===== src/hw/rvPkg.sv =====
`default_nettype none

package rvPkg;

    // Fixed by the RV32 ISA
    localparam int XLEN = 32;
    localparam int REG_COUNT = 32;
    localparam int REG_ADDR_W = 5;
    // PC advance per 32-bit word
    localparam logic [XLEN-1:0] PC_STEP = 32'd4;

    // Major opcodes handled by the core
    localparam logic [6:0] OP_LUI   = 7'b0110111;
    localparam logic [6:0] OP_AUIPC = 7'b0010111;
    localparam logic [6:0] OP_IMM   = 7'b0010011;
    localparam logic [6:0] OP_REG   = 7'b0110011;

    // funct7 groups
    localparam logic [6:0] F7_BASE   = 7'b0000000;
    // SUB and SRA/SRAI
    localparam logic [6:0] F7_ALT    = 7'b0100000;
    localparam logic [6:0] F7_MULDIV = 7'b0000001;

    // funct3 of the base ALU ops
    localparam logic [2:0] F3_ADD  = 3'b000;
    localparam logic [2:0] F3_SLL  = 3'b001;
    localparam logic [2:0] F3_SLT  = 3'b010;
    localparam logic [2:0] F3_SLTU = 3'b011;
    localparam logic [2:0] F3_XOR  = 3'b100;
    localparam logic [2:0] F3_SRL  = 3'b101;
    localparam logic [2:0] F3_OR   = 3'b110;
    localparam logic [2:0] F3_AND  = 3'b111;

    // funct3 of the multiply group, 1xx is divide/remainder
    localparam logic [2:0] F3_MUL    = 3'b000;
    localparam logic [2:0] F3_MULH   = 3'b001;
    localparam logic [2:0] F3_MULHSU = 3'b010;
    localparam logic [2:0] F3_MULHU  = 3'b011;

    // ALU operations
    typedef enum logic [4:0] {
        ADD, SUB, SLL, SLT, SLTU, XOR, SRL, SRA, OR, AND,
        MUL, MULH, MULHSU, MULHU,
        // Operand B straight through, for LUI
        PASSB
    } aluOpE;

    // R-type field layout
    typedef struct packed {
        logic [6:0]            funct7;
        logic [REG_ADDR_W-1:0] rs2;
        logic [REG_ADDR_W-1:0] rs1;
        logic [2:0]            funct3;
        logic [REG_ADDR_W-1:0] rd;
        logic [6:0]            opcode;
    } rFormatS;

    // I-type field layout
    typedef struct packed {
        logic [11:0]           imm12;
        logic [REG_ADDR_W-1:0] rs1;
        logic [2:0]            funct3;
        logic [REG_ADDR_W-1:0] rd;
        logic [6:0]            opcode;
    } iFormatS;

    // One instruction word, two views
    typedef union packed {
        rFormatS rFormat;
        iFormatS iFormat;
    } instrU;

    // Decode to operand
    typedef struct packed {
        logic                  valid;
        logic                  illegal;
        logic [REG_ADDR_W-1:0] rd;
        logic [REG_ADDR_W-1:0] rs1;
        logic [REG_ADDR_W-1:0] rs2;
        logic                  useImm;
        // AUIPC takes the PC as operand A
        logic                  usePc;
        logic                  writesRd;
        aluOpE                 aluOp;
        logic [XLEN-1:0]       imm;
        logic [XLEN-1:0]       pc;
    } decodedPkt;

    // Operand to execute
    typedef struct packed {
        logic                  valid;
        logic                  illegal;
        logic [REG_ADDR_W-1:0] rd;
        logic                  writesRd;
        aluOpE                 aluOp;
        logic [XLEN-1:0]       opA;
        logic [XLEN-1:0]       opB;
    } operandPkt;

    // Execute to register file and ports
    typedef struct packed {
        logic                  valid;
        logic                  illegal;
        logic [REG_ADDR_W-1:0] rd;
        logic                  writesRd;
        logic [XLEN-1:0]       data;
    } retirePkt;

endpackage

`default_nettype wire

===== src/hw/decodeStage.sv =====
`timescale 1ns/1ns
`default_nettype none

module decodeStage
    import rvPkg::*;
(
    input  wire logic  clk,
    input  wire logic  rst,
    input  wire logic  instrValid,
    input  wire instrU instr,
    output decodedPkt  dec
);

    instrU           word;
    logic            wordValid;
    logic [XLEN-1:0] wordPc;
    logic [XLEN-1:0] pcCount;
    logic [XLEN-1:0] immI;
    logic [XLEN-1:0] immU;
    logic            legal;
    decodedPkt       decNext;

    // funct3 to op for the shared base ALU set
    function automatic aluOpE baseAluOp(input logic [2:0] funct3);
        aluOpE op;
        op = ADD;
        case (funct3)
            F3_ADD:  op = ADD;
            F3_SLL:  op = SLL;
            F3_SLT:  op = SLT;
            F3_SLTU: op = SLTU;
            F3_XOR:  op = XOR;
            F3_SRL:  op = SRL;
            F3_OR:   op = OR;
            F3_AND:  op = AND;
        endcase
        return op;
    endfunction

    // Input word register and program counter
    always_ff @(posedge clk or posedge rst)
    begin
        if (rst)
        begin
            word      <= '0;
            wordValid <= 1'b0;
            wordPc    <= '0;
            pcCount   <= '0;
        end
        else
        begin
            word      <= instr;
            wordValid <= instrValid;
            // PC of this word, before the step
            wordPc    <= pcCount;
            if (instrValid)
            begin
                pcCount <= pcCount + PC_STEP;
            end
        end
    end

    // I-type sign extended, U-type upper 20 bits
    assign immI = {{(XLEN-12){word.iFormat.imm12[11]}}, word.iFormat.imm12};
    assign immU = {word.rFormat.funct7, word.rFormat.rs2, word.rFormat.rs1,
                   word.rFormat.funct3, 12'b0};

    always_comb
    begin
        legal          = 1'b1;
        decNext.valid  = wordValid;
        decNext.rd     = word.rFormat.rd;
        decNext.rs1    = word.rFormat.rs1;
        decNext.rs2    = word.rFormat.rs2;
        decNext.useImm = 1'b0;
        decNext.usePc  = 1'b0;
        decNext.aluOp  = ADD;
        decNext.imm    = immI;
        decNext.pc     = wordPc;
        case (word.rFormat.opcode)
            OP_LUI:
            begin
                decNext.useImm = 1'b1;
                decNext.aluOp  = PASSB;
                decNext.imm    = immU;
            end
            OP_AUIPC:
            begin
                decNext.useImm = 1'b1;
                decNext.usePc  = 1'b1;
                decNext.imm    = immU;
            end
            OP_IMM:
            begin
                decNext.useImm = 1'b1;
                decNext.aluOp  = baseAluOp(word.iFormat.funct3);
                // Shift immediates reuse the funct7 slot of the R view
                if (word.iFormat.funct3 == F3_SLL)
                begin
                    legal = (word.rFormat.funct7 == F7_BASE);
                end
                else if (word.iFormat.funct3 == F3_SRL)
                begin
                    if (word.rFormat.funct7 == F7_ALT)
                    begin
                        decNext.aluOp = SRA;
                    end
                    else
                    begin
                        legal = (word.rFormat.funct7 == F7_BASE);
                    end
                end
            end
            OP_REG:
            begin
                case (word.rFormat.funct7)
                    F7_BASE: decNext.aluOp = baseAluOp(word.rFormat.funct3);
                    F7_ALT:
                    begin
                        case (word.rFormat.funct3)
                            F3_ADD:  decNext.aluOp = SUB;
                            F3_SRL:  decNext.aluOp = SRA;
                            default: legal = 1'b0;
                        endcase
                    end
                    F7_MULDIV:
                    begin
                        case (word.rFormat.funct3)
                            F3_MUL:    decNext.aluOp = MUL;
                            F3_MULH:   decNext.aluOp = MULH;
                            F3_MULHSU: decNext.aluOp = MULHSU;
                            F3_MULHU:  decNext.aluOp = MULHU;
                            // Divide and remainder not supported
                            default:   legal = 1'b0;
                        endcase
                    end
                    default: legal = 1'b0;
                endcase
            end
            // Loads, stores, branches, jumps, fence, system
            default: legal = 1'b0;
        endcase
        // Only a valid word can be illegal or write
        decNext.illegal  = wordValid && !legal;
        decNext.writesRd = wordValid && legal;
    end

    // Decoded packet register
    always_ff @(posedge clk or posedge rst)
    begin
        if (rst)
        begin
            dec <= '0;
        end
        else
        begin
            dec <= decNext;
        end
    end

endmodule

`default_nettype wire


===== config.mk =====
export PLATFORM = sky130hd
export DESIGN_NAME = decodeStage
export DESIGN_NICKNAME = d
export VERILOG_FILES = /design/src/hw/rvPkg.sv /design/src/hw/decodeStage.sv
export SDC_FILE = /design/constraint.sdc
export NUM_CORES = 1
export LEC_CHECK = 0
export ABC_AREA = 1
export BUFFER_PORTS_ARGS = -buffer_cell sky130_fd_sc_hd__buf_2
export CAP_MARGIN = 20
export CORE_ASPECT_RATIO = 2
export CORE_MARGIN = 1
export CORE_UTILIZATION = 54
export DETAILED_ROUTE_END_ITERATION = 8
export PLACE_DENSITY = 0.82
export SLEW_MARGIN = 20
export SYNTH_ARGS = -nofsm -noshare
export SYNTH_HDL_FRONTEND = slang
export SYNTH_SLANG_ARGS = --single-unit

===== constraint.sdc =====
create_clock -name clk -period 5.9 [get_ports clk]
set_input_delay 0 -clock clk [delete_from_list [all_inputs] [get_ports clk]]
set_output_delay 0 -clock clk [all_outputs]
set_load 0.02 [all_outputs]

==> results of run 1 <==
==> area by class of cell <==
class | instances | area (µm²) | share of cell area
flip-flops and latches | 179 | 4480 | 0.579
multi-input cells | 237 | 1320 | 0.171
repair buffers | 155 | 948 | 0.123
clock buffers | 19 | 443 | 0.0572
inverters | 55 | 216 | 0.0280
well taps | 140 | 175 | 0.0226
clock inverters | 11 | 153 | 0.0197
==> cell usage in the layout, fill, tap and decap left out, types with 2 or more instances in the layout <==
cell type and instances:
ha_1 5, inv_2 4, bufinv_16 3, nor2_1 37
nor2_2 3, nand2_2 5, inv_4 2, xnor2_1 10
clkbuf_16 17, clkinvlp_4 3, dfrtp_1 179, xor2_1 16
nor2_4 7, nand4_1 4, dlygate4sd3_1 34, nand2_1 76
nor3_1 5, buf_2 120, a21oi_1 3, nand3_2 6
nor3_2 2, inv_6 4, inv_1 48, nand3_1 23
o21ai_0 24, conb_1 3
==> path summary, 6_finish.rpt <==
kind                                          start                 end  slack, ns
worst max-delay path              word[0]$_DFF_PP0_   dec[60]$_DFF_PP0_       3.82
worst min-delay path                      instr[16]  word[16]$_DFF_PP0_       0.22
worst max register to register    word[0]$_DFF_PP0_   dec[60]$_DFF_PP0_       3.82
worst min register to register  wordPc[4]$_DFF_PP0_    dec[4]$_DFF_PP0_       0.34
max in group asynchronous                       rst   dec[19]$_DFF_PP0_       4.08
min in group asynchronous                       rst  word[11]$_DFF_PP0_       0.29
==> per-stage QoR <==
stage          worst slack (ns)  total power [µW]  area, µm²  utilization  cells
4_1_cts                    4.03              2790       7740        0.707    796
2_1_floorplan              1.04              1550       6070            -    479
3_5_place_dp               4.12              1640       6800        0.621    732
5_1_grt                    3.76              2890       7740        0.707    796
3_3_place_gp               4.24              1620       6800        0.621    732
6_report                   3.82              2810       7740        0.707    796
==> sequential cells by signal (all words and copies together) (netlist names) <==
signal / flops
dec: 86
word: 32
pcCount: 30
wordPc: 30
wordValid: 1
==> power by group through the flow <==
stage | Clock, µW | Combinational [µW] | Sequential (µW)
after floorplan | 0 | 97.4 | 1450
after detailed placement | 0 | 231 | 1410
after CTS | 1150 | 254 | 1390
final | 1150 | 258 | 1390
after global routing | 1210 | 278 | 1400
after global placement | 0 | 223 | 1400
==> metal layers <==
layer,part of all wire,vias to the layer above,track usage
li1,-,1813,-
met1,0.32,2151,0.302
met2,0.56,269,0.548
met3,0.059,90,0.0721
met4,0.058,0,0.163
met5,0,-,0
==> repair_timing <==
item | CTS | global route
endpoints found under the hold margin | 137 | 0
buffers inserted | 0 | 0
hold buffers | 34 | 0
==> cell families after synthesis <==
family,synth area share
flip-flops,0.739
XOR/XNOR,0.0375
buffers and inverters,0.0446
AO/OA/AOI/OAI,0.0233
AND/OR/NAND/NOR,0.145
adder cells (fa/ha/maj),0.0103
other,0.000618
==> cell usage after synthesis, types with 6 or more instances <==
cell type,n
dfrtp_1,179
nand3_1,23
nand3_2,6
o21ai_0,24
nor2_1,37
xnor2_1,10
nand2_1,76
nor2_4,7
xor2_1,16
inv_1,49
==> worst max-delay path, delay by kind of cell (launching register included) <==
kind,cells,cell delay (ns)
AO/OA/AOI/OAI,1,0.23
AND/OR/NAND/NOR,4,0.65
buffers and inverters,2,0.61
flip-flops,1,0.41
==> impl_metrics.toml, run 1 <==
[placement]
port_buffers = 120
hpwl_mm = 8.30
place_congestion = 0.915

[clock_network]
cts_tree = "done"
cts_root_buffer = "clkbuf_16"
post_cts_resized = 0
path_clk_slew_ns = 0.07
cts_buffers = 17
clkSinkCount = 179
htree_levels = 4
cts_buffer_depth = 2
clock_latency_ns = 0.42

[routing]
num_vias = 4323
dr.pass1.iters = 6
first_iter_violations = 423
wirelength_mm = 16.1
avgRoutedWirePerCell_um = 20.2
antenna_left = 0
post-route-drc-count = 0
post_drt_via_cell_ratio = 5.43

[logic_synthesis]
synth_area_mm2 = 0.00606
synth_ff_type = "dfrtp_1"
yosys.area.top_type_share = 0.739
synth_area_leader_cell = "dfrtp_1"
async_reset_ff_frac = 1.00
synth_cell_types = 33
syn_area_per_cell_um2 = 12.7
ys_ff_latch = 179
yosysSeqAreaShare = 0.739
ys_warn_count = 0
ys_top_cells_by_area = "dfrtp_1 74%, nand2_1 4.7%, inv_1 3.0%, xor2_1 2.3%, nor2_1 2.3%"
synth_edf_count = 0
synthCells = 477

[pwr]
p_int_uw = 2090
peakVddDrop_mv = 0.252
swShare = 0.254
seqPwrFrac = 0.497
power_density_mw_per_mm2 = 363
p_clk_frac = 0.411
power_switching_uw = 714
p_leak_uw = 0.00397
pwr-share-comb = 0.092

[timing]
drv_slew = 0
tightestPinTransition_ns = 0.921
finalCritPeriodShare = 0.353
rsz0062_at_grt = "false"
setup_tns_ns = 0
fin_crit_ns = 2.08
hold_viol = 0
max_freq_mhz = 480
skew_ns = 0.00976
whs_ns = 0.215
finalSetupViolCount = 0
slew_headroom = 0.386

[layout]
fin_nets = 685
area_growth_syn_to_layout_pct = 27.6
drive_gt1_frac = 0.280
antenna_cells = 0
fillers = 680

[floorplanning]
io_pins = 124
initial_utilization = 0.554
core-area_mm2 = 0.0109
rows = 54
die_y_um = 152
chipWidth_um = 76.9
die_area_mm2 = 0.0117

[run]
max-cap-violations = 0

[worst_setup_path]
worst-r2r-cell-count = 7
cp_cell_sequence = "nand2_1, nor2_4, nand4_4, inv_4, nor2_2, inv_2, o21ai_0"
slowest_stage = "dfrtp_1"
start_kind = "flop"
crit_fanout = 19
critPathArrivalTime_ns = 2.34
end_kind = "flop"
critPathRequiredTime_ns = 6.16
critPathMaxStageDelay_ns = 0.41
crit_type = "reg -> reg"

[global_route]
gr-usage-all-layers = 0.299
grt_antenna_before_repair = 0
grt_pass1_vias = 4631
grt_first_pass_wirelength_mm = 25.4
grt_max_degree = 103
grt_overflow = 0

[run_status]
outcome = "finished, final reports clean"

[min_path]
whs_path_depth = 2
hold_class = "in -> reg"
No activity file was read; power rests on OpenSTA's default activity.
==> inputs of run 2 (changes only) <==
Clock period 5.9 ns to 2.2 ns, I/O delays scaled along.
==> run 2 against run 1 <==
Clock skew down 0.0037 ns. Clock power rose to 2.6 times the previous value. Via count down 4.5%. Setup slack worse by 3.5 ns. Worst hold slack worse by 0.072 ns. Non-clock buffer count up 1.
==> impl_metrics.toml, run 2 (same netlist as run 1, synthesis figures left out) <==
[global_route]
grt_antenna_before_repair = 1
gr-usage-all-layers = 0.265
grt_max_degree = 94
grt_first_pass_wirelength_mm = 22.7
grt_pass1_vias = 4481
grt_overflow = 0

[placement]
port_buffers = 120
place_congestion = 0.929
hpwl_mm = 8.38

[timing]
drv_slew = 0
fin_crit_ns = 1.85
hold_viol = 0
skew_ns = 0.00610
finalSetupViolCount = 0
finalCritPeriodShare = 0.839
rsz0062_at_grt = "false"
whs_ns = 0.143
max_freq_mhz = 542

[pwr]
peakVddDrop_mv = 0.654
p_total_uw = 7440
p_leak_uw = 0.00399
power_density_mw_per_mm2 = 957

[floorplanning]
die_y_um = 152
die_area_mm2 = 0.0117
rows = 54
core-area_mm2 = 0.0109
chipWidth_um = 76.9
initial_utilization = 0.554
io_pins = 124

[routing]
wirelength_mm = 14.3
antenna_left = 0
avgRoutedWirePerCell_um = 17.9
num_vias = 4127
dr.pass1.iters = 7
post_drt_via_cell_ratio = 5.17
first_iter_violations = 312
post-route-drc-count = 0

[layout]
seqCellArea_mm2 = 0.00448
reg_top3 = "dec: 86 flops, word: 32 flops"
multiInputGateArea_mm2 = 0.00132
final_common_cell = "dfrtp_1"
largest_reg_flops = 86
fin_nets = 686
drive_gt1_frac = 0.284
fillers = 690
mostFrequentLayoutCells = "179 x dfrtp_1, 120 x buf_2, 76 x nand2_1, 48 x inv_1, 37 x nor2_1"
area_growth_syn_to_layout_pct = 28.3
regMostFlops = "dec"

[run_status]
outcome = "finished, final reports clean"

[clock_network]
path_clk_slew_ns = 0.06
cts_tree = "done"
cts_buffer_depth = 2
clock_latency_ns = 0.42
cts_buffers = 17
cts_root_buffer = "clkbuf_16"
clkSinkCount = 179
htree_levels = 4

[worst_setup_path]
start_kind = "flop"
crit_type = "reg -> reg"
critPathRequiredTime_ns = 2.51
critPathArrivalTime_ns = 2.16
crit_fanout = 6
end_kind = "flop"
regToRegSetupSlack_ns = 0.35

[run]
max-cap-violations = 0

[min_path]
hold_class = "in -> async"
run 2: through the flow:
stage	worst slack [ns]	setup TNS, ns	instances	util	instance area (µm²)
after floorplan	-0.0946	-16.93	479	-	6080
after global placement	0.682	0	733	0.624	6830
after detailed placement	0.532	0	733	0.624	6830
after CTS	0.380	0	798	0.710	7780
after global routing	0.125	0	799	0.711	7780
final	0.354	0	799	0.711	7780
run 2: critical path, stage by stage, from the launching register on:
cell and delay, ns:
dfrtp_1 0.45, inv_1 0.15, ha_1 0.26, o21ai_0 0.25
nand2_1 0.10, nand2_1 0.09, nand3_1 0.07, nand2_1 0.08
nand3_1 0.14, nand2_1 0.11, inv_1 0.05
run 2: cell type report:
cell class,count,share of cell area
clock inverter,10,0.0158
inverter,55,0.0277
multi-input combinational,237,0.170
clock buffer,21,0.0618
timing repair buffer,156,0.126
tap,140,0.0225
sequential,179,0.576
antenna,1,0.000322
run 2: final timing paths:
check	from	endpoint	cells past startpoint
max	word[13]$_DFF_PP0_	dec[69]$_DFF_PP0_	10
min	rst	dec[86]$_DFF_PP0_	3
max reg2reg	word[13]$_DFF_PP0_	dec[69]$_DFF_PP0_	10
min reg2reg	wordPc[26]$_DFF_PP0_	dec[26]$_DFF_PP0_	0
max in group asynchronous	rst	dec[23]$_DFF_PP0_	4
min in group clk	instr[0]	word[0]$_DFF_PP0_	2
run 2: what timing repair did:
action	in CTS	in global routing
gates resized for setup	0	0
setup endpoints to repair	0	0
hold endpoints to repair	58	0
setup buffers	0	0
hold buffers	34	0
run 2: power by group:
group          switching [µW]  leakage (µW)  internal (µW)
combinational             453       0.00149            239
sequential                173       0.00221           3560
clock                    1220      0.000288           1800
run 2: routing by layer:
layer | wire [µm] | GRT usage | part of all wire | vias up
met5 | 0 | 0 | 0 | -
met2 | 8430 | 0.509 | 0.59 | 198
met1 | 4540 | 0.246 | 0.32 | 2069
met4 | 656 | 0.149 | 0.046 | 0
li1 | - | - | - | 1808
met3 | 699 | 0.0577 | 0.049 | 52
==> inputs of run 3 (changes only) <==
Settings changed: ABC_AREA 1 to 0, CORE_UTILIZATION 54 to 53, PLACE_DENSITY 0.82 to 0.81.
Clock period 2.2 ns to 1.7 ns, I/O delays scaled along.
==> run 3 against run 2 <==
The run now ends with setup timing left. Wire length grew 20%. Clock-buffer cell count shrank 3. Critical endpoint is now dec[64]$_DFF_PP0_. Via count shrank 3.4%. Final area up 0.29%. Synthesized cell count shrank 25%.
==> impl_metrics.toml, run 3 <==
[run_status]
outcome = "complete, but fails checks"
violations = "setup timing"

[logic_synthesis]
synth_simple_gate_area_frac = 0.0941
yosys.area.top_type_share = 0.780
synth_area_leader_cell = "dfrtp_1"
ys_ff_latch = 179
synth_area_mm2 = 0.00574
synth_mux_area_frac = 0.00719
netlist_top_cells_count = "179 x dfrtp_1, 23 x xnor2_1, 19 x a21o_1"
ys_top_cells_by_area = "dfrtp_1 78%, xnor2_1 3.5%, a21o_1 2.5%, nor2b_1 1.5%, nand4_1 1.2%"
synthCells = 360
synth_fa_ha_area_frac = 0.0109
syn_area_per_cell_um2 = 15.9
synthMostInstantiatedCell = "dfrtp_1"
yosysSeqAreaShare = 0.780
synth_edf_count = 0
synth_ff_type = "dfrtp_1"
synth_cell_types = 40
synth_top_family_by_area = "simple AND/OR/NAND/NOR gates"
ys_warn_count = 0
synth-xor-area-share = 0.0442
synth_compound_area_frac = 0.0479
async_reset_ff_frac = 1.00

[layout]
final_common_cell = "dfrtp_1"
reg_top3 = "dec: 86 flops, word: 32 flops"
seqCellArea_mm2 = 0.00449
fin_nets = 586
largest_reg_flops = 86
mostFrequentLayoutCells = "172 x dfrtp_1, 120 x buf_2, 34 x dlygate4sd3_1, 23 x xnor2_1, 19 x a21o_1"
antenna_cells = 0
area_growth_syn_to_layout_pct = 35.9
fillers = 562
regMostFlops = "dec"
drive_gt1_frac = 0.385
fin_area_mm2 = 0.00780
final_cells = 696
multiInputGateArea_mm2 = 0.00134

[floorplanning]
io_pins = 124
die_area_mm2 = 0.0113
rows = 53
chipWidth_um = 75.6
initial_utilization = 0.545
die_y_um = 149
core-area_mm2 = 0.0105

[global_route]
grt_max_degree = 52
grt_antenna_before_repair = 0
grt_overflow = 0
grt_pass1_vias = 4120
gr-usage-all-layers = 0.306
grt_first_pass_wirelength_mm = 23.7

[routing]
dr.pass1.iters = 6
avgRoutedWirePerCell_um = 24.7
num_vias = 3986
first_iter_violations = 379
wirelength_mm = 17.2
antenna_left = 0
post_drt_via_cell_ratio = 5.73
post-route-drc-count = 0

[timing]
max_freq_mhz = 505
finalSetupViolCount = 24
drv_slew = 0
setup_tns_ns = -1.49
finalCritPeriodShare = 1.16
fin_crit_ns = 1.98
tightestPinTransition_ns = 0.643
setup_slack_ns = -0.280
slew_headroom = 0.571
skew_ns = 0.0104
hold_viol = 0
rsz0062_at_grt = "true"

[placement]
place_area_mm2 = 0.00661
port_buffers = 120
dp_cells = 618
place_congestion = 0.899
hpwl_mm = 7.97

[clock_network]
clock_latency_ns = 0.42
path_clk_slew_ns = 0.07
cts_tree = "done"
htree_levels = 4
clkSinkCount = 179
cts_root_buffer = "clkbuf_16"
cts_buffer_depth = 2
cts_buffers = 17

[worst_setup_path]
worst-r2r-cell-count = 6
critPathMaxStageDelay_ns = 0.60
critPathArrivalTime_ns = 2.32
start_kind = "flop"
crit_type = "reg -> reg"
rr_startpoint = "word[27]$_DFF_PP0_"
cpLargestDelayFamily = "simple AND/OR/NAND/NOR gates"
end_kind = "flop"
regToRegSetupSlack_ns = -0.28
reg2reg_to = "dec[64]$_DFF_PP0_"
cp_cell_sequence = "or4_4, buf_12, nor4_4, buf_4, o21ai_4, a21oi_2"
path_buf_inv = 2
crit_fanout = 3
critPathRequiredTime_ns = 2.04
slowest_stage = "or4_4"

[pwr]
p_leak_uw = 0.00388
peakVddDrop_mv = 0.810
power_density_mw_per_mm2 = 1250

[min_path]
whs_path_depth = 2
hold_class = "in -> reg"
hold_path_end = "word[6]$_DFF_PP0_"
min-delay-start = "instr[6]"

[run]
max-cap-violations = 0
[run 3: final cells by class]
type	instances	area share
Sequential cell	179	0.575
Clock inverter	14	0.0191
Timing Repair Buffer	179	0.154
Multi-Input combinational cell	164	0.172
Clock buffer	18	0.0550
Inverter	5	0.00289
Tap cell	137	0.0220
[run 3: layer usage]
metal / vias up / routed length [µm] / track usage
li1: 1577 / - / -
met3: 71 / 1410 / 0.0912
met4: 0 / 923 / 0.152
met5: - / 0 / 0
met1: 2045 / 5800 / 0.346
met2: 293 / 9060 / 0.512
[run 3: worst max-delay path by stage]
| stage | start | end | slack, ns | cells past startpoint |
|---|---|---|---|---|
| after floorplan | rst | dec[10]$_DFF_PP0_ | -0.59 | 1 |
| after global placement | word[26]$_DFF_PP0_ | dec[87]$_DFF_PP0_ | 0.07 | 4 |
| after detailed placement | word[26]$_DFF_PP0_ | dec[66]$_DFF_PP0_ | -0.12 | 4 |
| after CTS | word[12]$_DFF_PP0_ | dec[64]$_DFF_PP0_ | -0.008 | 6 |
| after global routing | word[27]$_DFF_PP0_ | dec[64]$_DFF_PP0_ | -0.27 | 6 |
| final | word[27]$_DFF_PP0_ | dec[64]$_DFF_PP0_ | -0.28 | 6 |
[run 3: kinds of logic (layout without fill, tap and decap cells)]
| kind of cell | after synthesis | in the layout |
|---|---|---|
| fa+ha+maj | 5 | 5 |
| simple gates | 86 | 86 |
| mux | 4 | 4 |
| flops | 179 | 179 |
| other cells | 1 | 3 |
| xor+xnor | 29 | 29 |
| buf+inv | 19 | 216 |
| compound gates | 37 | 37 |
[run 3: what timing repair did]
action / in CTS / in global routing
buffers inserted: 3 / 9
hold endpoints to repair: 55 / 0
resized for setup: 15 / 24
cloned: 0 / 0
setup endpoints to repair: 5 / 40
hold buffers: 34 / 0
pin swaps: 7 / 7
[run 3: power breakdown]
part           switching (µW)  internal (µW)
logic                     562            385
clock network            1720           2180
registers                 277           4600
[run 3: stage by stage]
step / hold WS (ns) / power (µW) / utilization / setup WS (ns)
global placement: 0.104 / 5640 / 0.627 / 0.0656
floorplan: 0.0314 / 5340 / - / -0.595
CTS: 0.211 / 9590 / 0.723 / -0.00778
detailed placement: 0.109 / 5700 / 0.627 / -0.118
finish: 0.210 / 9730 / 0.740 / -0.280
global route: 0.205 / 10000 / 0.740 / -0.270
